===== src/verilog/cacheGeomPkg.sv =====
// cache geometry package: fixed address and word widths plus their base types
package cacheGeomPkg;

  // byte address width seen by the fetcher and by instruction memory
  localparam int AddrWidth = 32;

  // one instruction word
  localparam int WordWidth = 32;

  // log2 of bytes per word, so word offsets start at this bit
  localparam int L2WordBytes = 2;

  // byte address, word aligned in practice but carried whole
  typedef logic [AddrWidth-1:0] addrT;

  // instruction word as returned to the fetcher
  typedef logic [WordWidth-1:0] wordT;

  // cache size and line size are module parameters of the top level,
  // everything that depends on them is derived inside each block

endpackage : cacheGeomPkg

===== src/verilog/fetchBusPkg.sv =====
// fetch bus package: request and response structs for the fetcher and memory sides
package fetchBusPkg;

  import cacheGeomPkg::*;

  // fetcher -> cache, one-cycle strobe
  typedef struct packed {
    logic valid;  // request strobe
    addrT addr;   // byte address of the wanted word
  } fetchReqT;

  // cache -> fetcher, one-cycle strobe
  typedef struct packed {
    logic valid;  // response strobe
    wordT data;   // instruction word
    logic hit;    // set when served from the array without a refill
  } fetchRspT;

  // cache -> memory, one strobe per line refill
  typedef struct packed {
    logic valid;  // request strobe
    addrT addr;   // line aligned byte address
  } memReqT;

  // memory -> cache, one strobe per word
  // beats arrive in rising word order, gaps allowed
  typedef struct packed {
    logic valid;  // beat strobe
    wordT data;   // one word of the line
  } memBeatT;

endpackage : fetchBusPkg


===== src/verilog/icacheTop.sv =====
// instruction cache top: array, refill engine and fetch controller wired together
module icacheTop
  import cacheGeomPkg::*;
  import fetchBusPkg::*;
#(
  parameter int L2CacheSize = 8,  // 256 byte cache
  parameter int L2BlockSize = 6   // 64 byte lines, 16 words
) (
  input  logic     CLK_I,
  input  logic     RST_I,
  input  fetchReqT fetchReq,
  output fetchRspT fetchRsp,
  input  logic     flush,
  output memReqT   memReq,
  input  memBeatT  memBeat
);

  localparam int LineWidth = 8 << L2BlockSize;

  // controller <-> array
  addrT                 lookupAddr;
  logic                 lookupHit;
  wordT                 lookupWord;
  logic                 fillStrobe;
  addrT                 fillAddr;
  logic [LineWidth-1:0] fillLine;

  // controller <-> refill engine
  logic                 refillStart;
  addrT                 refillAddr;
  logic                 lineDone;
  logic [LineWidth-1:0] line;

  icacheArray #(
    .L2CacheSize (L2CacheSize),
    .L2BlockSize (L2BlockSize)
  ) u_array (
    .CLK_I      (CLK_I),
    .RST_I      (RST_I),
    .lookupAddr (lookupAddr),
    .lookupHit  (lookupHit),
    .lookupWord (lookupWord),
    .fillStrobe (fillStrobe),
    .fillAddr   (fillAddr),
    .fillLine   (fillLine),
    .flush      (flush)
  );

  refillEngine #(
    .L2BlockSize (L2BlockSize)
  ) u_refill (
    .CLK_I       (CLK_I),
    .RST_I       (RST_I),
    .refillStart (refillStart),
    .refillAddr  (refillAddr),
    .memReq      (memReq),
    .memBeat     (memBeat),
    .lineDone    (lineDone),
    .line        (line)
  );

  fetchControl #(
    .L2BlockSize (L2BlockSize)
  ) u_ctrl (
    .CLK_I       (CLK_I),
    .RST_I       (RST_I),
    .fetchReq    (fetchReq),
    .fetchRsp    (fetchRsp),
    .lookupAddr  (lookupAddr),
    .lookupHit   (lookupHit),
    .lookupWord  (lookupWord),
    .refillStart (refillStart),
    .refillAddr  (refillAddr),
    .lineDone    (lineDone),
    .line        (line),
    .fillStrobe  (fillStrobe),
    .fillAddr    (fillAddr),
    .fillLine    (fillLine)
  );

endmodule : icacheTop


===== src/verilog/fetchControl.sv =====
// fetch controller FSM: takes fetch requests, answers hits, runs refills and replays misses
module fetchControl
  import cacheGeomPkg::*;
  import fetchBusPkg::*;
#(
  parameter int L2BlockSize = 6  // log2 of line bytes
) (
  input  logic                        CLK_I,
  input  logic                        RST_I,
  // fetcher side
  input  fetchReqT                    fetchReq,
  output fetchRspT                    fetchRsp,
  // array lookup
  output addrT                        lookupAddr,
  input  logic                        lookupHit,
  input  wordT                        lookupWord,
  // refill engine
  output logic                        refillStart,
  output addrT                        refillAddr,
  input  logic                        lineDone,
  input  logic [(8<<L2BlockSize)-1:0] line,
  // array fill
  output logic                        fillStrobe,
  output addrT                        fillAddr,
  output logic [(8<<L2BlockSize)-1:0] fillLine
);

  typedef enum logic [1:0] {
    stIdle,    // nothing outstanding
    stLookup,  // array answers for the held address
    stRefill,  // waiting on the refill engine
    stReplay   // line written, read it back
  } ctlStateT;

  ctlStateT state;
  ctlStateT nextState;
  addrT     reqAddr;    // held request address
  logic     rspValid;   // response strobe this cycle
  logic     rspHit;
  logic     acceptReq;  // new request taken at this edge

  // responses come straight off the array in lookup and replay
  assign rspValid = ((state == stLookup) && lookupHit) || (state == stReplay);
  assign rspHit   = (state == stLookup);  // replay always reports a miss
  assign fetchRsp = '{valid: rspValid, data: lookupWord, hit: rspHit};

  // next request may land in the same cycle as the current response
  assign acceptReq = fetchReq.valid && ((state == stIdle) || rspValid);

  assign lookupAddr  = reqAddr;
  assign refillAddr  = reqAddr;
  assign refillStart = (state == stLookup) && !lookupHit;

  // fill with whatever the engine hands back, tag comes from the held address
  assign fillStrobe = (state == stRefill) && lineDone;
  assign fillAddr   = reqAddr;
  assign fillLine   = line;

  always_comb begin
    nextState = state;
    case (state)
      stIdle: begin
        if (acceptReq) nextState = stLookup;
      end
      stLookup: begin
        if (!lookupHit) begin
          nextState = stRefill;  // miss, engine starts this cycle
        end else if (acceptReq) begin
          nextState = stLookup;  // back to back hit path
        end else begin
          nextState = stIdle;
        end
      end
      stRefill: begin
        if (lineDone) nextState = stReplay;
      end
      stReplay: begin
        nextState = acceptReq ? stLookup : stIdle;
      end
      default: nextState = stIdle;
    endcase
  end

  always_ff @(posedge CLK_I or posedge RST_I) begin
    if (RST_I) begin
      state <= stIdle;
    end else begin
      state <= nextState;
    end
  end

  // request address, held until the response goes out
  always_ff @(posedge CLK_I) begin
    if (acceptReq) begin
      reqAddr <= fetchReq.addr;
    end
  end

endmodule : fetchControl


===== src/verilog/refillEngine.sv =====
// refill engine: requests one line from instruction memory and assembles its beats
module refillEngine
  import cacheGeomPkg::*;
  import fetchBusPkg::*;
#(
  parameter int L2BlockSize = 6  // log2 of line bytes
) (
  input  logic                        CLK_I,
  input  logic                        RST_I,
  // start strobe from the fetch controller
  input  logic                        refillStart,
  input  addrT                        refillAddr,
  // memory side
  output memReqT                      memReq,
  input  memBeatT                     memBeat,
  // finished line back to the fetch controller
  output logic                        lineDone,
  output logic [(8<<L2BlockSize)-1:0] line
);

  localparam int BeatCntWidth = L2BlockSize - L2WordBytes;
  localparam int BeatsPerLine = 1 << BeatCntWidth;
  localparam int LineWidth    = 8 << L2BlockSize;

  logic                    reqValid;  // memReq strobe, one cycle after start
  logic                    busy;      // burst in flight
  logic [BeatCntWidth-1:0] beatCnt;   // beats taken so far
  logic                    lastBeat;
  addrT                    lineAddr;  // aligned line address
  logic [LineWidth-1:0]    lineReg;   // shift register for the line

  assign lastBeat = memBeat.valid && (beatCnt == BeatCntWidth'(BeatsPerLine - 1));

  assign memReq = '{valid: reqValid, addr: lineAddr};
  assign line   = lineReg;

  // control: request strobe, busy flag, beat count, done strobe
  always_ff @(posedge CLK_I or posedge RST_I) begin
    if (RST_I) begin
      reqValid <= 1'b0;
      busy     <= 1'b0;
      beatCnt  <= '0;
      lineDone <= 1'b0;
    end else begin
      reqValid <= refillStart;  // issue next cycle, exactly once
      lineDone <= busy && lastBeat;
      if (refillStart) begin
        busy    <= 1'b1;
        beatCnt <= '0;
      end else if (busy && memBeat.valid) begin
        beatCnt <= beatCnt + 1'b1;
        if (lastBeat) begin
          busy <= 1'b0;  // back to idle with the line complete
        end
      end
    end
  end

  // payload: latch aligned address, shift beats in from the top
  always_ff @(posedge CLK_I) begin
    if (refillStart) begin
      lineAddr <= {refillAddr[AddrWidth-1:L2BlockSize], {L2BlockSize{1'b0}}};
    end
    if (busy && memBeat.valid) begin
      // first beat ends up in the low word after the last shift
      lineReg <= {memBeat.data, lineReg[LineWidth-1:WordWidth]};
    end
  end

endmodule : refillEngine


===== src/verilog/icacheArray.sv =====
// direct-mapped tag, valid and line storage with combinational lookup, line fill and flush
module icacheArray
  import cacheGeomPkg::*;
#(
  parameter int L2CacheSize = 8,  // log2 of cache bytes
  parameter int L2BlockSize = 6   // log2 of line bytes
) (
  input  logic                          CLK_I,
  input  logic                          RST_I,
  // lookup side, answered in the same cycle
  input  addrT                          lookupAddr,
  output logic                          lookupHit,
  output wordT                          lookupWord,
  // fill side, written at the clock edge
  input  logic                          fillStrobe,
  input  addrT                          fillAddr,
  input  logic [(8<<L2BlockSize)-1:0]   fillLine,
  // drop every line
  input  logic                          flush
);

  // derived geometry
  localparam int IndexWidth  = L2CacheSize - L2BlockSize;
  localparam int TagWidth    = AddrWidth - L2CacheSize;
  localparam int OffsetWidth = L2BlockSize - L2WordBytes;  // word select bits
  localparam int LineWidth   = 8 << L2BlockSize;
  localparam int Depth       = 1 << IndexWidth;

  logic [LineWidth-1:0] lineMem [Depth];  // line payload
  logic [TagWidth-1:0]  tagMem  [Depth];  // stored tags
  logic [Depth-1:0]     validBits;        // one per line

  // lookup address fields
  logic [TagWidth-1:0]    lkTag;
  logic [IndexWidth-1:0]  lkIndex;
  logic [OffsetWidth-1:0] lkOffset;
  logic [LineWidth-1:0]   lkLine;

  // fill address fields, offset bits are ignored here
  logic [TagWidth-1:0]    fillTag;
  logic [IndexWidth-1:0]  fillIndex;

  assign lkTag    = lookupAddr[AddrWidth-1:L2CacheSize];
  assign lkIndex  = lookupAddr[L2CacheSize-1:L2BlockSize];
  assign lkOffset = lookupAddr[L2BlockSize-1:L2WordBytes];

  assign fillTag   = fillAddr[AddrWidth-1:L2CacheSize];
  assign fillIndex = fillAddr[L2CacheSize-1:L2BlockSize];

  // read the indexed line, then pick the word
  assign lkLine     = lineMem[lkIndex];
  assign lookupWord = lkLine[lkOffset*WordWidth +: WordWidth];  // word 0 sits in the low bits

  // valid bit guards the tag compare, stale tags never match
  assign lookupHit = validBits[lkIndex] && (tagMem[lkIndex] == lkTag);

  // valid bits: flush wins, otherwise a fill marks its slot
  always_ff @(posedge CLK_I or posedge RST_I) begin
    if (RST_I) begin
      validBits <= '0;
    end else if (flush) begin
      validBits <= '0;  // whole cache invalid next cycle
    end else if (fillStrobe) begin
      validBits[fillIndex] <= 1'b1;
    end
  end

  // payload and tag write, one line per fill
  always_ff @(posedge CLK_I) begin
    if (fillStrobe) begin
      lineMem[fillIndex] <= fillLine;
      tagMem[fillIndex]  <= fillTag;
    end
  end

endmodule : icacheArray


===== config.mk =====
export PLATFORM = sky130hd
export DESIGN_NAME = icacheTop
export DESIGN_NICKNAME = d
export VERILOG_FILES = /design/src/verilog/cacheGeomPkg.sv /design/src/verilog/fetchBusPkg.sv /design/src/verilog/icacheTop.sv /design/src/verilog/fetchControl.sv /design/src/verilog/refillEngine.sv /design/src/verilog/icacheArray.sv
export SDC_FILE = /design/constraint.sdc
export NUM_CORES = 2
export LEC_CHECK = 0
export ABC_AREA = 0
export BUFFER_PORTS_ARGS = -buffer_cell sky130_fd_sc_hd__buf_2
export CAP_MARGIN = 15
export CORE_ASPECT_RATIO = 1.75
export CORE_MARGIN = 4
export CORE_UTILIZATION = 45
export DETAILED_ROUTE_END_ITERATION = 10
export SLEW_MARGIN = 30
export SYNTH_ARGS = -nofsm -noshare
export SYNTH_HDL_FRONTEND = slang
export SYNTH_SLANG_ARGS = --single-unit

===== constraint.sdc =====
create_clock -name CLK_I -period 38.1 [get_ports CLK_I]
set_input_delay 3.81 -clock CLK_I [delete_from_list [all_inputs] [get_ports CLK_I]]
set_output_delay 3.81 -clock CLK_I [all_outputs]
set_load 0.03 [all_outputs]

Word level (Yosys, flattened, before mapping)
Memory sizes are Yosys's and may differ from the RTL's. A register that Yosys moved wholly into a read port is not among the register bits. Index checks and enable logic that the tools add are counted.

Equality and inequality tests: 7. Multiplexer cells: 20. Reductions and logical operators: 18. Order comparisons: 2. Shift-type cells: 1. Add/subtract/negate cells: 1. Bitwise operators: 1.

Operators with widths (count): variable part select 512 x 10 -> 32 bit (1); equality test 24 bit (1); two-way mux 4 bit (4); two-way mux 2 bit (5); logical AND 1 bit (9); two-way mux 1 bit (8); case mux 2 bit (4 select lines) (1); nonzero test 2 bit (3); adder 4 x 1 -> 4 bit, second input constant (1); equality test 2 bit, second input constant (2); equality test 4 bit, second input constant (1); bitwise OR 4 bit (1); AND reduction 2 bit (2); < comparator 2 x 3 -> 1 bit, second input constant (1); binary-select mux 1 bit (select 2 bit) (1); demux 1 bit (select 2 bit) (1); equality test 2 x 1 -> 1 bit, second input constant (1); greater-or-equal comparator 2 x 1 -> 1 bit, second input constant (1); logical NOT 2 bit (1); logical OR 1 bit (2); != test 2 x 1 -> 1 bit, second input constant (1); != test 2 bit, second input constant (1); logical NOT 1 bit (1).

Bits of input ports: 69. Output and inout bits: 67. Memory bits (writable): 2144. Memories: 2. Logic and storage cells: 61. Register bits after elaboration: 583.

Memory list: u_array.lineMem (depth 4, width 512, rd ports 1, clocked after memory_dff 1, wr ports 1, line icacheArray.sv:29) `logic [LineWidth-1:0] lineMem [Depth];`; u_array.tagMem (depth 4, width 24, rd ports 1, clocked after memory_dff 1, wr ports 1, line icacheArray.sv:30) `logic [TagWidth-1:0] tagMem [Depth];`.

Logic depth before layout (Yosys ltp)
Depth in word-level cells: 10. Mapped depth: 11.

Hierarchy
A second synthesis with hierarchy kept.

Cells, all modules: 4639. Area, all modules: 104119.9 sq um.

By module, submodules not included: icacheArray (sequential area each 64481.8 sq um, area an instance 81933.6 sq um, cells each 3409, instances 1); refillEngine (sequential area each 16330.7 sq um, area an instance 16502.1 sq um, cells each 573, instances 1); fetchControl (sequential area each 1011.0 sq um, area an instance 5684.2 sq um, cells each 657, instances 1).

Worst setup path after synthesis
OpenSTA, ideal clock, no wires.

Kind: reg2reg. Start point: reg with a tool-made name. End point: mem u_array.lineMem[2][0] in the netlist's numbering, enable pin. Arrival: 39434 ps. Setup slack: -3540 ps. Stages on the path, launching flop included: 4. Cells stage by stage: dfrtp_1 -> nor2b_1 -> nand2_1 -> nor3b_1.

RTL lines (line): to (decl) (icacheArray.sv:29).

==> Flow_metrics.wiki <==
{| class="wikitable"
! Metric !! Value
|-
| Worst slack after detailed placement || 28930 ps
|-
| Sequential cell area || 81800 um^2
|-
| Number of synthesized flops with an enable pin || 2712
|-
| Total number of H-tree levels || 4
|-
| Clock tree root buffer cell || clkbuf_16
|-
| CP startpoint kind || flop
|-
| Net Switching || 1.87 mW
|-
| Most frequently used flop master after synthesis || edfxtp_1
|-
| Arrival time at the worst endpoint || 5930 ps
|-
| Layout overhead on the synthesized area || 11.9%
|-
| Setup slack of the worst register-to-register path || 32430 ps
|-
| Switching power share of the total || 25.6%
|-
| Count of cell types in the netlist || 42
|-
| Number of port buffers || 127
|-
| Clock network latency to the later pin of the worst-skew pair || 880 ps
|-
| Number of standard-cell rows in the floorplan || 227
|-
| Number of max-slew violations in the final report || 0
|-
| Post-CTS sizing || 0
|-
| Sequential fraction of the synthesis area || 82.6%
|-
| Total global-route track usage || 16.2%
|-
| Hold depth || 1
|-
| Post-DP HPWL || 94900 um
|-
| Via count of the first global-routing pass || 43500
|-
| Power density cells || 65.8 nW/um^2
|-
| Clock-pin transition on the worst setup and hold timing paths || 60 ps
|-
| Worst hold endpoint || u_refill.busy$_DFFE_PP0P_
|-
| Result of the run || finished, final reports clean
|-
| Core ar. || 219000 um^2
|-
| Violation count after the first detailed-route iteration || 3150
|-
| Utilization after layout || 50.7%
|-
| Final net count || 4102
|-
| MaxCap Viol Count || 0
|-
| Synth Cell Area || 99100 um^2
|-
| Leakage dissipation || 34.4 nW
|-
| Hold buffer count at CTS || 0
|-
| Sequential Power Share || 48.2%
|-
| Worst Max-Slew Pin Slew || 992 ps
|-
| DRT antenna net count || 0
|-
| CP max FO || 56
|-
| Largest vdd supply drop || 0.0604 mV
|-
| First-pass GRT wire length || 279000 um
|-
| Total of warnings raised by yosys || 0
|-
| Hold path startpoint || u_refill.busy$_DFFE_PP0P_
|-
| Maximum number of pins on one net before global-route repair || 134
|-
| Final weighted congestion of routability-driven global placement || 0.695
|-
| Setup slack of the critical path after layout || 28360 ps
|-
| Fill count || 16900
|-
| Via/cell ratio || 5.60
|-
| Worst path required time || 34290 ps
|-
| Type of the setup path with the least slack || reg2out
|-
| Share of flip-flops with an asynchronous set or reset || 0.477%
|-
| Number of clock sinks || 2727
|-
| Number of primary I/O pins || 136
|-
| Die Span X || 363 um
|-
| Drc violations || 0
|-
| Share of final-layout standard cells stronger than drive strength 1 || 29.1%
|-
| Number of hold violations in the final report || 0
|-
| R2r worst-path depth || 8
|-
| Number of antenna violations at the first check in global routing || 11
|-
| Clock tree from TritonCTS || yes
|-
| Power Internal || 5.42 mW
|-
| Critical Path End Type || output port
|-
| Max_slew headroom || 33.9%
|-
| Class of the most critical hold timing path || reg2reg
|-
| Height of the chip || 629 um
|-
| Multi-input combinational cell area || 16500 um^2
|-
| Unrepaired setup endpoints after global routing || false
|-
| Post-synthesis sequential element count || 2727
|-
| Reg-to-reg endpoint || u_array.lineMem[2][157]$_DFFE_PP_
|-
| Final Power || 7.29 mW
|-
| Initial core utilization || 45.3%
|-
| Wirelength per Cell || 25.8 um
|-
| Number of search-and-repair iterations in the first detailed-routing pass || 5
|-
| Power share of the clock group || 31.6%
|-
| Cell count after synthesis || 3734
|-
| Max Clock Skew || 50.1 ps
|-
| F_max || 103 MHz
|-
| Post-Syn Area per Cell || 26.5 um^2
|-
| Vias || 39700
|-
| Remaining Overflow, GRT || 0
|-
| Share of the clock period used by the worst path || 25.6%
|-
| Maximum count of clock buffers along a single path || 4
|-
| Post-CTS Setup Inserts || 0
|-
| Die area || 228000 um^2
|-
| Final Setup Violations || 0
|-
| Part of the total power dissipated in combinational logic || 20.2%
|-
| Sum of routed wire length over all layers || 183000 um
|-
| Final min period || 9740 ps
|-
| Total clock buffers created by CTS || 242
|}
kinds of logic after synthesis:
family,Yosys count,share of synthesized area [%]
flip-flops,2727,82.6
multiplexers,715,15.8
buffers and inverters,169,0.812
AND/OR/NAND/NOR,60,0.298
XOR/XNOR,36,0.318
AO/OA/AOI/OAI,25,0.165
adder cells (fa/ha/maj),1,0.0126
other,1,0.00379
sequential cells by signal (all words and copies together) (netlist names), named ones only:
| signal | flops |
|---|---|
| u_array.lineMem | 2048 |
| u_refill.beatCnt | 4 |
| u_refill.busy | 1 |
| u_ctrl.state | 1 |
| u_array.validBits | 4 |
| u_refill.lineAddr | 26 |
| u_array.tagMem | 96 |
| u_refill.lineDone | 1 |
| u_refill.line | 512 |
| u_refill.reqValid | 1 |
| u_ctrl.fillAddr | 30 |
power groups by stage:
stage | registers (mW) | logic (mW) | clock network, mW
finish | 3.51 | 1.47 | 2.31
floorplan | 3.55 | 1.12 | 0
detailed placement | 3.58 | 1.52 | 0
global placement | 3.57 | 1.52 | 0
global route | 3.53 | 1.58 | 2.50
CTS | 3.52 | 1.52 | 2.38
stage by stage:
step / hold slack, ps / std cells / area, um^2 / TNS [ps]
2_1_floorplan: 450 / 3739 / 99100 / -4234180
3_3_place_gp: 461 / 6644 / 103000 / 0
3_5_place_dp: 466 / 6647 / 103000 / 0
4_1_cts: 481 / 7087 / 111000 / 0
5_1_grt: 510 / 7091 / 111000 / 0
6_report: 481 / 7094 / 111000 / 0
worst max-delay path: stages, from the launching register on:
cell and delay, ps:
dfxtp_4 920, buf_4 870, buf_4 800, buf_4 710, mux4_2 420, mux4_2 500
mux4_2 550, buf_2 220
routing by layer:
| layer | share of wire (%) | global-route usage (%) | up-vias | wire length [um] |
|---|---|---|---|---|
| met2 | 54 | 29.0 | 819 | 98000 |
| met1 | 39 | 20.4 | 21800 | 71900 |
| met3 | 4.5 | 2.62 | 312 | 8220 |
| li1 | - | - | 16800 | - |
| met4 | 2.7 | 4.58 | 4 | 4880 |
| met5 | 0.010 | 0 | - | 19 |
layout by cell type (no fill, tap or decap), types with 6 or more instances in the layout:
| master | instances |
|---|---|
| clkbuf_1 | 62 |
| nand3_1 | 6 |
| clkinv_1 | 60 |
| buf_12 | 7 |
| xor2_1 | 26 |
| conb_1 | 6 |
| mux2i_1 | 29 |
| edfxtp_1 | 2712 |
| xnor2_1 | 10 |
| clkinvlp_4 | 6 |
| mux4_2 | 679 |
| buf_6 | 6 |
| o21ai_1 | 6 |
| buf_2 | 127 |
| clkinv_2 | 44 |
| nand4_1 | 9 |
| mux2_2 | 7 |
| bufinv_16 | 14 |
| clkbuf_16 | 246 |
| nor2_1 | 14 |
| nand2_1 | 17 |
| dfrtp_1 | 13 |
| buf_4 | 70 |
area by class of cell:
class                      instances  share of cell area, %
sequential                      2727                   73.8
tap                             2862                   3.23
antenna                            4                0.00903
inverter                           3                 0.0169
multi-input combinational        843                   14.9
clock buffer                     308                   5.77
timing repair buffer             215                   1.35
clock inverter                   132                  0.912
synth_stat cells, types with 3 or more instances:
cell type,count,area [um^2]
mux4_2,679,15300
nand4_1,9,56.3
buf_6,3,33.8
xor2_1,26,228
mux2i_1,29,290
o21ai_0,3,15.0
buf_2,52,260
xnor2_1,10,87.6
clkbuf_1,84,315
edfxtp_1,2712,81400
mux2_2,7,78.8
inv_1,3,11.3
a21oi_1,4,20.0
buf_1,5,18.8
nor3_1,3,15.0
nand2_1,17,63.8
dfrtp_1,13,325
o21ai_1,7,35.0
nor2_1,15,56.3
buf_4,22,165
nand3_1,6,30.0
how the worst max path moves through the flow:
stage,start,end,slack [ps],cells past startpoint
6_report,flop,fetchRsp[5],28360,7
5_1_grt,flop,fetchRsp[8],27870,9
4_1_cts,flop,fetchRsp[8],27970,8
3_5_place_dp,flop,fetchRsp[8],28930,8
3_3_place_gp,flop,fetchRsp[8],28890,8
2_1_floorplan,flop,u_array.lineMem[2][0]$_DFFE_PP_,-3540,3
(Power assumes the default switching activity.)
